--- src/verilog/ahbApbPkg.sv ---
// Bridge package with bus widths, the peripheral address map, AHB codes and FSM states.
package ahbApbPkg;

	// bus widths.
	localparam int AddrWidth = 32;
	localparam int DataWidth = 32;
	localparam int SelWidth = 3;

	// three peripheral windows, each SlaveSpan bytes long.
	localparam logic [AddrWidth-1:0] SlaveBase0 = 32'h8000_0000;
	localparam logic [AddrWidth-1:0] SlaveBase1 = 32'h8400_0000;
	localparam logic [AddrWidth-1:0] SlaveBase2 = 32'h8800_0000;
	localparam logic [AddrWidth-1:0] SlaveSpan = 32'h0400_0000;

	// HTRANS encodings.
	localparam logic [1:0] HtransIdle = 2'b00;
	localparam logic [1:0] HtransBusy = 2'b01;
	localparam logic [1:0] HtransNonseq = 2'b10;
	localparam logic [1:0] HtransSeq = 2'b11;

	localparam logic [1:0] HrespOkay = 2'b00;

	// controller states.
	localparam logic [2:0] StIdle = 3'b000;
	localparam logic [2:0] StWwait = 3'b001;
	localparam logic [2:0] StRead = 3'b010;
	localparam logic [2:0] StWrite = 3'b011;
	localparam logic [2:0] StWriteP = 3'b100; // write setup with a transfer pending.
	localparam logic [2:0] StRenable = 3'b101;
	localparam logic [2:0] StWenable = 3'b110;
	localparam logic [2:0] StWenableP = 3'b111; // write enable with a transfer pending.

endpackage
--- src/verilog/ahbPipeIf.sv ---
// Qualified and pipelined AHB transfer passed from the slave interface to the APB FSM.
interface ahbPipeIf;
	import ahbApbPkg::*;

	logic valid; // transfer accepted in this address phase.
	logic [AddrWidth-1:0] Haddr1; // address of the transfer in its data phase.
	logic Hwritereg; // its write flag.
	logic [SelWidth-1:0] tempselx; // one-hot window of the current Haddr.

	modport slave (
		output valid,
		output Haddr1,
		output Hwritereg,
		output tempselx
	);

	modport ctrl (
		input valid,
		input Haddr1,
		input Hwritereg,
		input tempselx
	);

endinterface

--- src/verilog/ahbApbBridge.sv ---
// AHB-Lite to APB bridge top level joining the slave interface and the APB FSM.
module ahbApbBridge (
	input logic Hclk,
	input logic Hresetn,
	input logic Hwrite,
	input logic Hreadyin,
	input logic [1:0] Htrans,
	input logic [ahbApbPkg::AddrWidth-1:0] Haddr,
	input logic [ahbApbPkg::DataWidth-1:0] Hwdata,
	input logic [ahbApbPkg::DataWidth-1:0] Prdata,
	output logic [ahbApbPkg::DataWidth-1:0] Hrdata,
	output logic [1:0] Hresp,
	output logic Hreadyout,
	output logic [ahbApbPkg::AddrWidth-1:0] Paddr,
	output logic [ahbApbPkg::DataWidth-1:0] Pwdata,
	output logic Pwrite,
	output logic Penable,
	output logic [ahbApbPkg::SelWidth-1:0] Pselx
);
	import ahbApbPkg::*;

	ahbPipeIf pipe ();

	// Hreadyin is expected to be Hreadyout fed back by the bus.
	ahbSlaveInterface slaveSide (
		.Hclk (Hclk),
		.Hresetn (Hresetn),
		.Hwrite (Hwrite),
		.Hreadyin (Hreadyin),
		.Htrans (Htrans),
		.Haddr (Haddr),
		.Hwdata (Hwdata),
		.pipe (pipe.slave)
	);

	apbFsmController apbFsm (
		.Hclk (Hclk),
		.Hresetn (Hresetn),
		.Hwrite (Hwrite),
		.Haddr (Haddr),
		.Hwdata (Hwdata),
		.pipe (pipe.ctrl),
		.Pwrite (Pwrite),
		.Penable (Penable),
		.Hreadyout (Hreadyout),
		.Pselx (Pselx),
		.Paddr (Paddr),
		.Pwdata (Pwdata)
	);

	assign Hrdata = Prdata; // sampled by the master while Hreadyout is high.
	assign Hresp = HrespOkay;

endmodule

--- src/verilog/apbFsmController.sv ---
// APB FSM: drives setup and enable phases and stretches AHB transfers through Hreadyout.
module apbFsmController (
	input logic Hclk,
	input logic Hresetn,
	input logic Hwrite,
	input logic [ahbApbPkg::AddrWidth-1:0] Haddr,
	input logic [ahbApbPkg::DataWidth-1:0] Hwdata,
	ahbPipeIf.ctrl pipe,
	output logic Pwrite,
	output logic Penable,
	output logic Hreadyout,
	output logic [ahbApbPkg::SelWidth-1:0] Pselx,
	output logic [ahbApbPkg::AddrWidth-1:0] Paddr,
	output logic [ahbApbPkg::DataWidth-1:0] Pwdata
);
	import ahbApbPkg::*;

	logic [2:0] presentState;
	logic [2:0] nextState;
	logic [SelWidth-1:0] selHeld; // window of the transfer in its data phase.

	logic pwriteNext;
	logic penableNext;
	logic hreadyoutNext;
	logic [SelWidth-1:0] pselxNext;
	logic [AddrWidth-1:0] paddrNext;
	logic [DataWidth-1:0] pwdataNext;

	always_ff @(posedge Hclk)
	begin
		if (!Hresetn)
			presentState <= StIdle;
		else
			presentState <= nextState;
	end

	always_comb
	begin
		case (presentState)
			StIdle, StRenable, StWenable:
			begin
				if (!pipe.valid)
					nextState = StIdle;
				else if (Hwrite)
					nextState = StWwait;
				else
					nextState = StRead;
			end
			StWwait:
				nextState = pipe.valid ? StWriteP : StWrite;
			StRead:
				nextState = StRenable;
			StWrite:
				nextState = pipe.valid ? StWenableP : StWenable;
			StWriteP:
				nextState = StWenableP;
			StWenableP:
			begin
				// pending transfer decides, a read breaks the write pipeline.
				if (!pipe.Hwritereg)
					nextState = StRead;
				else if (pipe.valid)
					nextState = StWriteP;
				else
					nextState = StWrite;
			end
			default:
				nextState = StIdle;
		endcase
	end

	// select follows the address phase so write setups see the right window.
	always_ff @(posedge Hclk)
	begin
		if (pipe.valid)
			selHeld <= pipe.tempselx;
	end

	always_comb
	begin
		paddrNext = Paddr;
		pwdataNext = Pwdata;
		pwriteNext = Pwrite;
		pselxNext = Pselx;
		penableNext = Penable;
		hreadyoutNext = Hreadyout;
		case (presentState)
			StIdle, StRenable, StWenable:
			begin
				penableNext = 1'b0;
				if (pipe.valid && !Hwrite)
				begin
					paddrNext = Haddr; // read setup straight from the address phase.
					pwriteNext = 1'b0;
					pselxNext = pipe.tempselx;
					hreadyoutNext = 1'b0;
				end
				else
				begin
					pselxNext = '0;
					hreadyoutNext = 1'b1; // a write waits one cycle for its data.
				end
			end
			StWwait:
			begin
				paddrNext = pipe.Haddr1;
				pwdataNext = Hwdata;
				pwriteNext = 1'b1;
				pselxNext = selHeld;
				penableNext = 1'b0;
				hreadyoutNext = 1'b0;
			end
			StRead:
			begin
				penableNext = 1'b1;
				hreadyoutNext = 1'b1;
			end
			StWrite:
			begin
				penableNext = 1'b1;
				hreadyoutNext = !pipe.valid || Hwrite; // hold a read taken here.
			end
			StWriteP:
			begin
				penableNext = 1'b1;
				hreadyoutNext = pipe.Hwritereg; // pending read has no data yet.
			end
			StWenableP:
			begin
				// setup of the pending transfer right behind the enable.
				paddrNext = pipe.Haddr1;
				pwriteNext = pipe.Hwritereg;
				pselxNext = selHeld;
				penableNext = 1'b0;
				hreadyoutNext = 1'b0;
				if (pipe.Hwritereg)
					pwdataNext = Hwdata;
			end
		endcase
	end

	always_ff @(posedge Hclk)
	begin
		if (!Hresetn)
		begin
			Paddr <= '0;
			Pwdata <= '0;
			Pwrite <= 1'b0;
			Pselx <= '0;
			Penable <= 1'b0;
			Hreadyout <= 1'b0;
		end
		else
		begin
			Paddr <= paddrNext;
			Pwdata <= pwdataNext;
			Pwrite <= pwriteNext;
			Pselx <= pselxNext;
			Penable <= penableNext;
			Hreadyout <= hreadyoutNext;
		end
	end

endmodule

--- src/verilog/ahbSlaveInterface.sv ---
// AHB-Lite slave side that qualifies transfers, decodes the peripheral and pipelines the address.
module ahbSlaveInterface (
	input logic Hclk,
	input logic Hresetn,
	input logic Hwrite,
	input logic Hreadyin,
	input logic [1:0] Htrans,
	input logic [ahbApbPkg::AddrWidth-1:0] Haddr,
	input logic [ahbApbPkg::DataWidth-1:0] Hwdata,
	ahbPipeIf.slave pipe
);
	import ahbApbPkg::*;

	logic transActive;
	logic [SelWidth-1:0] selDecode;

	// only NONSEQ and SEQ carry a transfer.
	always_comb
	begin
		case (Htrans)
			HtransNonseq, HtransSeq: transActive = 1'b1;
			HtransIdle, HtransBusy: transActive = 1'b0;
		endcase
	end

	// window hit when the offset from the base is below the span.
	assign selDecode[0] = (Haddr - SlaveBase0) < SlaveSpan;
	assign selDecode[1] = (Haddr - SlaveBase1) < SlaveSpan;
	assign selDecode[2] = (Haddr - SlaveBase2) < SlaveSpan;

	assign pipe.tempselx = selDecode;

	// Hreadyin is the bus ready and equals Hreadyout when the bridge is the only slave.
	assign pipe.valid = Hreadyin && transActive && (|selDecode);

	always_ff @(posedge Hclk)
	begin
		if (!Hresetn)
			pipe.Hwritereg <= 1'b0;
		else if (Hreadyin)
			pipe.Hwritereg <= Hwrite;
	end

	always_ff @(posedge Hclk)
	begin
		if (Hreadyin)
			pipe.Haddr1 <= Haddr; // advances only when the address phase completes.
	end

endmodule

--- config.mk ---
export PLATFORM = sky130hd
export DESIGN_NAME = ahbApbBridge
export DESIGN_NICKNAME = d
export VERILOG_FILES = /design/src/verilog/ahbApbPkg.sv /design/src/verilog/ahbPipeIf.sv /design/src/verilog/ahbApbBridge.sv /design/src/verilog/apbFsmController.sv /design/src/verilog/ahbSlaveInterface.sv
export SDC_FILE = /design/constraint.sdc
export NUM_CORES = 1
export LEC_CHECK = 0
export ABC_AREA = 1
export BUFFER_PORTS_ARGS = -buffer_cell sky130_fd_sc_hd__clkbuf_2
export CAP_MARGIN = 20
export CELL_PAD_IN_SITES_DETAIL_PLACEMENT = 0
export CELL_PAD_IN_SITES_GLOBAL_PLACEMENT = 2
export CORE_MARGIN = 10
export CORE_UTILIZATION = 29
export CTS_BUF_LIST = sky130_fd_sc_hd__clkbuf_8
export DETAILED_ROUTE_END_ITERATION = 12
export PLACE_DENSITY = 0.86
export RECOVER_POWER = 100
export SYNTH_ARGS = -nofsm -noshare
export SYNTH_HDL_FRONTEND = slang
export SYNTH_SLANG_ARGS = --single-unit
export TNS_END_PERCENT = 30
--- constraint.sdc ---
create_clock -name Hclk -period 4.1 [get_ports Hclk]
set_input_delay 0.82 -clock Hclk [delete_from_list [all_inputs] [get_ports Hclk]]
set_output_delay 0.82 -clock Hclk [all_outputs]
set_load 0.1 [all_outputs]
==> results.sh, run 1 <==
export IMPL_hold_path_class="reg -> reg"
export IMPL_core_sq_um=15800
export IMPL_crit_chain="inv_1 > nand2_1 > nand2_1 > inv_2 > nand3_1 > nand2_2 > nand2_4 > nand2_1 > a21oi_1"
export IMPL_crit_path_max_fanout=34
export IMPL_worst_r2r_setup_slack_ns=1.0
export IMPL_postSynthAreaPerCell_sq_um=8.26
export IMPL_die_w_microns=147
export IMPL_synth_warnings=0
export IMPL_cp_start_kind="flop"
export IMPL_fmax_mhz=323
export IMPL_end_kind="flop"
export IMPL_via_count=3872
export IMPL_critical_path_class="reg -> reg"
export IMPL_min_from="apbFsm.Paddr[19]"
export IMPL_critical_path_arrival_ns=3.32
export IMPL_syn_inst=565
export IMPL_clock_sinks=109
export IMPL_grt_pass1_wl_mm=20.8
export IMPL_root_buffer="clkbuf_8"
export IMPL_worstMarginPinSlew_ns=2.15
export IMPL_p_leak_nw=2.06
export IMPL_htreeDepth=3
export IMPL_grt_max_degree=40
export IMPL_cts_hold_buffers_added=0
export IMPL_fin_nets=759
export IMPL_grt_overflow=0
export IMPL_drv_slew=35
export IMPL_max_slew_margin_rel=-0.434
export IMPL_status="complete, but fails checks"
export IMPL_fin_util=0.333
export IMPL_setup_slack_ns=0.999
export IMPL_p_per_area_nw_per_um2=665
export IMPL_finalClockSkew_ns=0.00885
export IMPL_reg2reg_to="apbFsm.Pwrite"
export IMPL_preCtsSetupSlack_ns=1.07
export IMPL_cts_resized=0
export IMPL_violations="capacitance limit, slew limit"
export IMPL_peakVddDrop_v=0.000283
export IMPL_die_h_microns=147
export IMPL_first_global_vias=3947
export IMPL_antenna_found_initial=2
export IMPL_drt_wl_total_mm=13.2
export IMPL_period_needed_ns=3.10
export IMPL_hold_viol_final=0
export IMPL_place_congestion=0.770
export IMPL_setup_viol=0
export IMPL_port_buffer_count=138
export IMPL_dp_hpwl_mm=9.03
export IMPL_grt_total_usage=0.120
export IMPL_clk_path_buf_depth=2
export IMPL_dr_pass1_iters=4
export IMPL_synth_top_area_frac=0.318
export IMPL_min_to="apbFsm.Paddr[19]"
export IMPL_synth_cell_types=25
export IMPL_max_stage_delay_ns=0.71
export IMPL_r2r_cells=9
export IMPL_path_clk_slew_ns=0.10
export IMPL_layout_drive_gt1_share=0.0970
export IMPL_die_area_sq_um=21600
export IMPL_syn2layout_area_growth_pct=13.0
export IMPL_ys_seq_area_frac=0.543
export IMPL_setup_tns_ns=0
export IMPL_yosysTopAreaCell="dfxtp_1"
export IMPL_syn_area_sq_um=4660
export IMPL_cp_slowest_cell="nand2_2"
export IMPL_crit_top_cell="nand2_1"
export IMPL_path_delay_family="simple AND/OR/NAND/NOR gates"
export IMPL_worstPathBufferInverterCount=2
export IMPL_drtIter0Drc=211
export IMPL_num_rows=46
export IMPL_cts_tree="yes"
export IMPL_post_cts_buffers=0
export IMPL_cap_violations=1
export IMPL_ios=206
export IMPL_netlist_top_cells_area="dfxtp_1 32%, edfxtp_1 23%, nand2_1 12%, nor2_1 6.4%, buf_4 5.5%"
export IMPL_ant_nets=0
export IMPL_holdPathStages=2
export IMPL_period_share=0.756
export IMPL_cts_buffers_inserted=9
export IMPL_rsz0062_at_grt="false"
export IMPL_post_drt_wl_per_cell_microns=15.0
export IMPL_viasPerCell=4.42
export IMPL_synth_seq_cells=109
export IMPL_rr_startpoint="apbFsm.presentState[2]"
export IMPL_start_util=0.295
export IMPL_clock_latency_ns=0.37
export IMPL_cp_required_ns=4.32
export IMPL_drc=0
final cells by class:
| cell class | instances | area (sq um) |
|---|---|---|
| tap | 216 | 270 |
| sequential | 109 | 2530 |
| antenna | 1 | 2.50 |
| clock buffer | 9 | 124 |
| inverter | 25 | 93.8 |
| timing repair buffer | 142 | 589 |
| multi-input combinational | 368 | 1590 |
| fill | 1775 | 10600 |
| clock inverter | 7 | 67.6 |
cells in the mapped netlist, drive strengths merged:
| master | count |
|---|---|
| conb | 1 |
| a21oi | 37 |
| nor3 | 3 |
| nor2 | 82 |
| o21ai | 42 |
| a31oi | 2 |
| ha | 2 |
| edfxtp | 35 |
| nand2 | 153 |
| a21boi | 1 |
| o21bai | 1 |
| inv | 25 |
| dfxtp | 74 |
| clkbuf | 15 |
| nand3 | 42 |
| buf | 49 |
| a211oi | 1 |
flip-flops by register name, summed over array words and instances, names as in the netlist:
name                      flops
apbFsm.Pwdata                32
apbFsm.Pselx                  3
slaveSide.pipe.Hwritereg      1
apbFsm.selHeld                3
apbFsm.presentState           3
apbFsm.Penable                1
slaveSide.pipe.Haddr1        32
apbFsm.Hreadyout              1
apbFsm.Pwrite                 1
apbFsm.Paddr                 32
through the flow:
step / instances / area (sq um) / hold WS, ns / total power [mW]
CTS: 876 / 5430 / 0.474 / 3.60
global placement: 860 / 5240 / 0.448 / 2.92
global route: 876 / 5270 / 0.494 / 3.71
finish: 877 / 5270 / 0.470 / 3.50
floorplan: 566 / 4670 / 0.475 / 2.81
detailed placement: 860 / 5240 / 0.458 / 2.93
worst min-delay path, cell delays in order (launching register included):
cell	delay, ns
dfxtp_1	0.33
nand2_1	0.06
a21oi_1	0.05
placed cells by master, fill, tap and decap left out, drive strengths merged, types with 3 or more instances in the layout:
master,Yosys,routed
nor3,3,3
dfxtp,74,74
nand2,153,153
a21oi,37,37
edfxtp,35,35
clkbuf,15,149
nor2,82,82
nand3,42,42
inv,25,28
o21ai,42,42
power breakdown:
part	internal, mW	switching (mW)	total, mW
logic	0.204	1.30	1.50
registers	1.27	0.0746	1.34
clock network	0.281	0.380	0.661
total	1.75	1.75	3.50
layer usage:
metal,up-vias,GRT usage,wire length (microns)
met3,21,0.0541,1370
met4,2,0.0485,221
li1,1970,-,-
met2,140,0.185,5580
met5,-,0,13
met1,1739,0.142,5980
worst max path at each step:
stage	start	endpoint	slack, ns	cells past startpoint
5_1_grt	apbFsm.presentState[2]	apbFsm.Pwdata[0]	0.54	8
3_3_place_gp	Haddr[27]	apbFsm.Paddr[8]	1.09	14
6_report	apbFsm.presentState[2]	apbFsm.Pwrite	1.0	9
2_1_floorplan	Haddr[27]	apbFsm.Paddr[0]	1.92	14
3_5_place_dp	Haddr[27]	apbFsm.Paddr[5]	1.07	14
4_1_cts	apbFsm.presentState[1]	apbFsm.Paddr[5]	1.24	10
cell families (layout without fill, tap and decap cells):
| group | Yosys count | after routing | synth area share |
|---|---|---|---|
| simple gates | 280 | 280 | 0.248 |
| flops | 109 | 109 | 0.543 |
| buf+inv | 89 | 183 | 0.111 |
| compound gates | 84 | 84 | 0.0923 |
| fa+ha+maj | 2 | 2 | 0.00536 |
| other cells | 1 | 3 | 0.000804 |
Note: power is estimated with default switching activity, not from simulation.
==> run 2: changes to the inputs <==
CORE_UTILIZATION = 24   (was 29)
PLACE_DENSITY = 0.76   (was 0.86)
clock period = 2.55 ns   (was 4.1 ns; I/O delays follow)
==> run 2 against run 1 <==
  * The flow now finishes without violations
  * Wire length up 0.90%
  * First-iteration DRC count is 41% lower
  * Worst setup slack got worse by 0.62 ns
  * Clock skew is 0.0018 ns higher
  * Final cell count grew 5.7%
  * Via count increased by 0.75%
  * Sequential share of layout area down 1.4 points
  * Highest routed layer unchanged
  * Final area increased by 2.9%
  * Critical endpoint is now Paddr[28]
==> results.sh, run 2 (same netlist as run 1, synthesis figures left out) <==
export IMPL_fmax_mhz=461
export IMPL_die_w_microns=159
export IMPL_start_util=0.247
export IMPL_root_buffer="clkbuf_8"
export IMPL_viasPerCell=4.21
export IMPL_cp_required_ns=2.04
export IMPL_num_rows=50
export IMPL_ant_nets=0
export IMPL_dr_pass1_iters=5
export IMPL_die_h_microns=159
export IMPL_cts_hold_buffers_added=0
export IMPL_preCtsSetupSlack_ns=0.175
export IMPL_antenna_found_initial=2
export IMPL_period_share=0.851
export IMPL_first_global_vias=3925
export IMPL_post_drt_wl_per_cell_microns=14.3
export IMPL_seq_area_sq_um=2530
export IMPL_path_delay_family="buffers and inverters"
export IMPL_clock_sinks=109
export IMPL_post_cts_buffers=0
export IMPL_peakVddDrop_v=0.000388
export IMPL_worstMarginPinSlew_ns=1.27
export IMPL_grt_total_usage=0.103
export IMPL_path_clk_slew_ns=0.10
export IMPL_port_buffer_count=138
export IMPL_clk_path_buf_depth=2
export IMPL_syn2layout_area_growth_pct=16.4
export IMPL_die_area_sq_um=25400
export IMPL_end_kind="primary output"
export IMPL_crit_path_max_fanout=2
export IMPL_drv_slew=0
export IMPL_via_count=3901
export IMPL_p_leak_nw=2.11
export IMPL_status="complete, no violations"
export IMPL_clock_latency_ns=0.38
export IMPL_grt_pass1_wl_mm=21.5
export IMPL_combPwrFrac=0.424
export IMPL_reg_largest_list="apbFsm.Paddr (32), apbFsm.Pwdata (32), slaveSide.pipe.Haddr1 (32)"
export IMPL_setup_viol=0
export IMPL_place_congestion=0.728
export IMPL_fin_nets=765
export IMPL_power_switching_mw=2.82
export IMPL_crit_chain="clkbuf_1"
export IMPL_internal_power_mw=2.99
export IMPL_cts_resized=0
export IMPL_finalClockSkew_ns=0.0107
export IMPL_p_sw_frac=0.486
export IMPL_core_sq_um=18900
export IMPL_max_stage_delay_ns=0.90
export IMPL_ios=206
export IMPL_p_per_area_nw_per_um2=1070
export IMPL_grt_max_degree=40
export IMPL_drt_wl_total_mm=13.3
export IMPL_setup_tns_ns=0
export IMPL_cts_tree="yes"
export IMPL_setup_slack_ns=0.379
export IMPL_seq_power_share=0.371
export IMPL_cp_slowest_cell="clkbuf_1"
export IMPL_layout_drive_gt1_share=0.107
export IMPL_critical_path_arrival_ns=1.66
export IMPL_max_slew_margin_rel=0.157
export IMPL_rsz0062_at_grt="false"
export IMPL_clkPwrFrac=0.205
export IMPL_cts_buffers_inserted=9
export IMPL_period_needed_ns=2.17
export IMPL_grt_overflow=0
export IMPL_critical_path_class="reg -> out"
export IMPL_final_cell_mix="148 x nand2_1, 101 x clkbuf_1, 82 x nor2_1"
export IMPL_hold_path_class="in -> reg"
export IMPL_final_common_cell="nand2_1"
export IMPL_worstPathBufferInverterCount=1
export IMPL_hold_viol_final=0
export IMPL_drtIter0Drc=125
export IMPL_fillCellCount=2106
export IMPL_cp_start_kind="flop"
export IMPL_drc=0
export IMPL_multi_input_area_sq_um=1610
export IMPL_dp_hpwl_mm=9.73
export IMPL_htreeDepth=3
export IMPL_cap_violations=0
run 2: final cells by class:
type	instances	area share
flip-flops and latches	109	0.467
multi-input cells	368	0.296
repair buffers	148	0.119
well taps	260	0.0599
clock buffers	10	0.0254
inverters	25	0.0173
clock inverters	6	0.0159
diodes	1	0.000461
run 2: routing by layer:
| layer | vias to the layer above | GRT usage | part of all wire |
|---|---|---|---|
| li1 | 1977 | - | - |
| met1 | 1769 | 0.119 | 0.44 |
| met2 | 130 | 0.161 | 0.44 |
| met3 | 23 | 0.0630 | 0.11 |
| met4 | 2 | 0.0211 | 0.0097 |
| met5 | - | 0 | 0.00098 |
run 2: final timing paths:
kind,endpoint,cells after the start,start,slack [ns]
hold reg to reg,apbFsm.Paddr[23],2,apbFsm.Paddr[23],0.46
setup reg to reg,apbFsm.Paddr[3],10,apbFsm.presentState[2],0.46
setup / recovery,Paddr[28],1,apbFsm.Paddr[28],0.38
hold / removal,slaveSide.pipe.Haddr1[9],1,Haddr[9],0.32
run 2: metrics by stage:
step / instances / power, mW / utilization / hold WS (ns) / cell area, sq um
6_report: 927 / 5.81 / 0.287 / 0.317 / 5430
3_5_place_dp: 910 / 4.75 / 0.283 / 0.451 / 5350
4_1_cts: 926 / 5.98 / 0.295 / 0.287 / 5570
5_1_grt: 926 / 6.14 / 0.287 / 0.279 / 5430
2_1_floorplan: 566 / 4.52 / - / 0.475 / 4670
3_3_place_gp: 910 / 4.74 / 0.283 / 0.450 / 5350
run 2: power groups by stage:
stage | Combinational [mW] | Sequential, mW | Clock, mW
floorplan | 0.969 | 3.55 | 0
global placement | 2.54 | 2.19 | 0
detailed placement | 2.56 | 2.19 | 0
CTS | 2.56 | 2.16 | 1.26
global route | 2.65 | 2.19 | 1.31
finish | 2.46 | 2.15 | 1.19
==> run 3: changes to the inputs <==
PLACE_DENSITY = default   (was 0.76)
PLACE_DENSITY_LB_ADDON = 0.1   (was default)
==> run 3 against run 2 <==
  * Clock power hardly changed
  * Die area did not move
  * Clock skew decreased by 0.0015 ns
  * First-iteration DRC count is 13% higher
  * Sequential power hardly changed
  * Global-route usage is 0.72 points higher
  * Register-to-register slack worse by 0.06 ns
  * Critical endpoint is now Pselx[2]
==> results.sh, run 3 (same netlist as run 1, synthesis figures left out) <==
export IMPL_crit_path_max_fanout=2
export IMPL_crit_path_end="Pselx[2]"
export IMPL_peakVddDrop_v=0.000360
export IMPL_layout_drive_gt1_share=0.114
export IMPL_path_delay_family="buffers and inverters"
export IMPL_status="complete, no violations"
export IMPL_p_per_area_nw_per_um2=1070
export IMPL_setup_viol=0
export IMPL_fin_hold_ws_ns=0.316
export IMPL_syn2layout_area_growth_pct=16.5
export IMPL_root_buffer="clkbuf_8"
export IMPL_htreeDepth=3
export IMPL_rr_startpoint="apbFsm.presentState[2]"
export IMPL_worstSetupStartpoint="apbFsm.Pselx[2]"
export IMPL_crit_cells=1
export IMPL_die_area_sq_um=25400
export IMPL_end_kind="primary output"
export IMPL_antenna_found_initial=0
export IMPL_num_rows=50
export IMPL_cp_required_ns=2.04
export IMPL_design_area_sq_um=5430
export IMPL_cts_tree="yes"
export IMPL_viasPerCell=4.17
export IMPL_finalClockSkew_ns=0.00917
export IMPL_drv_slew=0
export IMPL_ant_nets=0
export IMPL_critical_path_class="reg -> out"
export IMPL_drtIter0Drc=141
export IMPL_preCtsSetupSlack_ns=0.0533
export IMPL_final_common_cell="nand2_1"
export IMPL_drc=0
export IMPL_start_util=0.247
export IMPL_path_clk_slew_ns=0.11
export IMPL_post_dp_cell_area_sq_um=5360
export IMPL_met3_usage=0.0501
export IMPL_period_needed_ns=2.17
export IMPL_rsz0062_at_grt="false"
export IMPL_max_stage_delay_ns=0.92
export IMPL_grt_total_usage=0.111
export IMPL_core_sq_um=18900
export IMPL_p_leak_nw=2.12
export IMPL_cts_buffers_inserted=9
export IMPL_worst_r2r_setup_slack_ns=0.40
export IMPL_cp_slowest_cell="clkbuf_1"
export IMPL_r2r_cells=7
export IMPL_setup_tns_ns=0
export IMPL_worstPathBufferInverterCount=1
export IMPL_die_w_microns=159
export IMPL_post_cts_buffers=0
export IMPL_period_share=0.853
export IMPL_power_total_mw=5.83
export IMPL_die_h_microns=159
export IMPL_dp_hpwl_mm=9.81
export IMPL_post_drt_wl_per_cell_microns=15.4
export IMPL_hold_viol_final=0
export IMPL_place_congestion=0.711
export IMPL_via_count=3867
export IMPL_clock_sinks=109
export IMPL_clk_path_buf_depth=2
export IMPL_use_met2=0.176
export IMPL_cap_violations=0
export IMPL_ios=206
export IMPL_grt_max_degree=40
export IMPL_setup_slack_ns=0.376
export IMPL_fmax_mhz=460
export IMPL_max_slew_margin_rel=0.158
export IMPL_grt_overflow=0
export IMPL_clock_latency_ns=0.38
export IMPL_drt_wl_total_mm=14.3
export IMPL_grt_use_met1=0.127
export IMPL_reg2reg_to="apbFsm.Pwdata[22]"
export IMPL_dr_pass1_iters=4
export IMPL_cts_resized=0
export IMPL_cp_start_kind="flop"
export IMPL_diodes=0
export IMPL_worstMarginPinSlew_ns=1.27
export IMPL_grt_busiest_layer="met2"
export IMPL_hold_path_class="in -> reg"
export IMPL_grt_pass1_wl_mm=22.5
export IMPL_cts_hold_buffers_added=0
export IMPL_critical_path_arrival_ns=1.66
export IMPL_crit_chain="clkbuf_1"
export IMPL_reg_largest_list="apbFsm.Paddr (32), apbFsm.Pwdata (32), slaveSide.pipe.Haddr1 (32)"
export IMPL_fin_nets=766
export IMPL_port_buffer_count=138
export IMPL_first_global_vias=4072
export IMPL_final_cell_mix="148 x nand2_1, 99 x clkbuf_1, 82 x nor2_1"
-- run 3: layer usage --
metal,wire [microns],vias up
li1,-,1977
met1,6290,1739
met2,6390,123
met3,1360,28
met4,217,0
met5,0,-
-- run 3: how the worst min path moves through the flow --
stage                                   from                        end  slack (ns)  cells after the start
global placement            apbFsm.Paddr[21]           apbFsm.Paddr[21]        0.45                      2
CTS                                Haddr[11]  slaveSide.pipe.Haddr1[11]        0.28                      1
floorplan           slaveSide.pipe.Hwritereg           apbFsm.Hreadyout        0.47                      2
detailed placement          apbFsm.Paddr[14]           apbFsm.Paddr[14]        0.45                      2
global route                       Haddr[11]  slaveSide.pipe.Haddr1[11]        0.28                      1
finish                             Haddr[11]  slaveSide.pipe.Haddr1[11]        0.32                      1
-- run 3: final cells by class --
type	count	area, sq um
clock buffer	9	124
clock inverter	7	90.1
fill	2114	13500
inverter	25	93.8
multi-input combinational	368	1610
sequential	109	2530
tap	260	325
timing repair buffer	149	657
-- run 3: stage by stage --
stage                util  instances
global route        0.288        927
floorplan               -        566
CTS                 0.295        927
global placement    0.284        911
finish              0.288        927
detailed placement  0.284        911
-- run 3: report_power, final --
part	total [mW]	switching, mW	internal (mW)
Clock	1.18	0.626	0.551
Combinational	2.51	2.13	0.376
Sequential	2.15	0.113	2.03
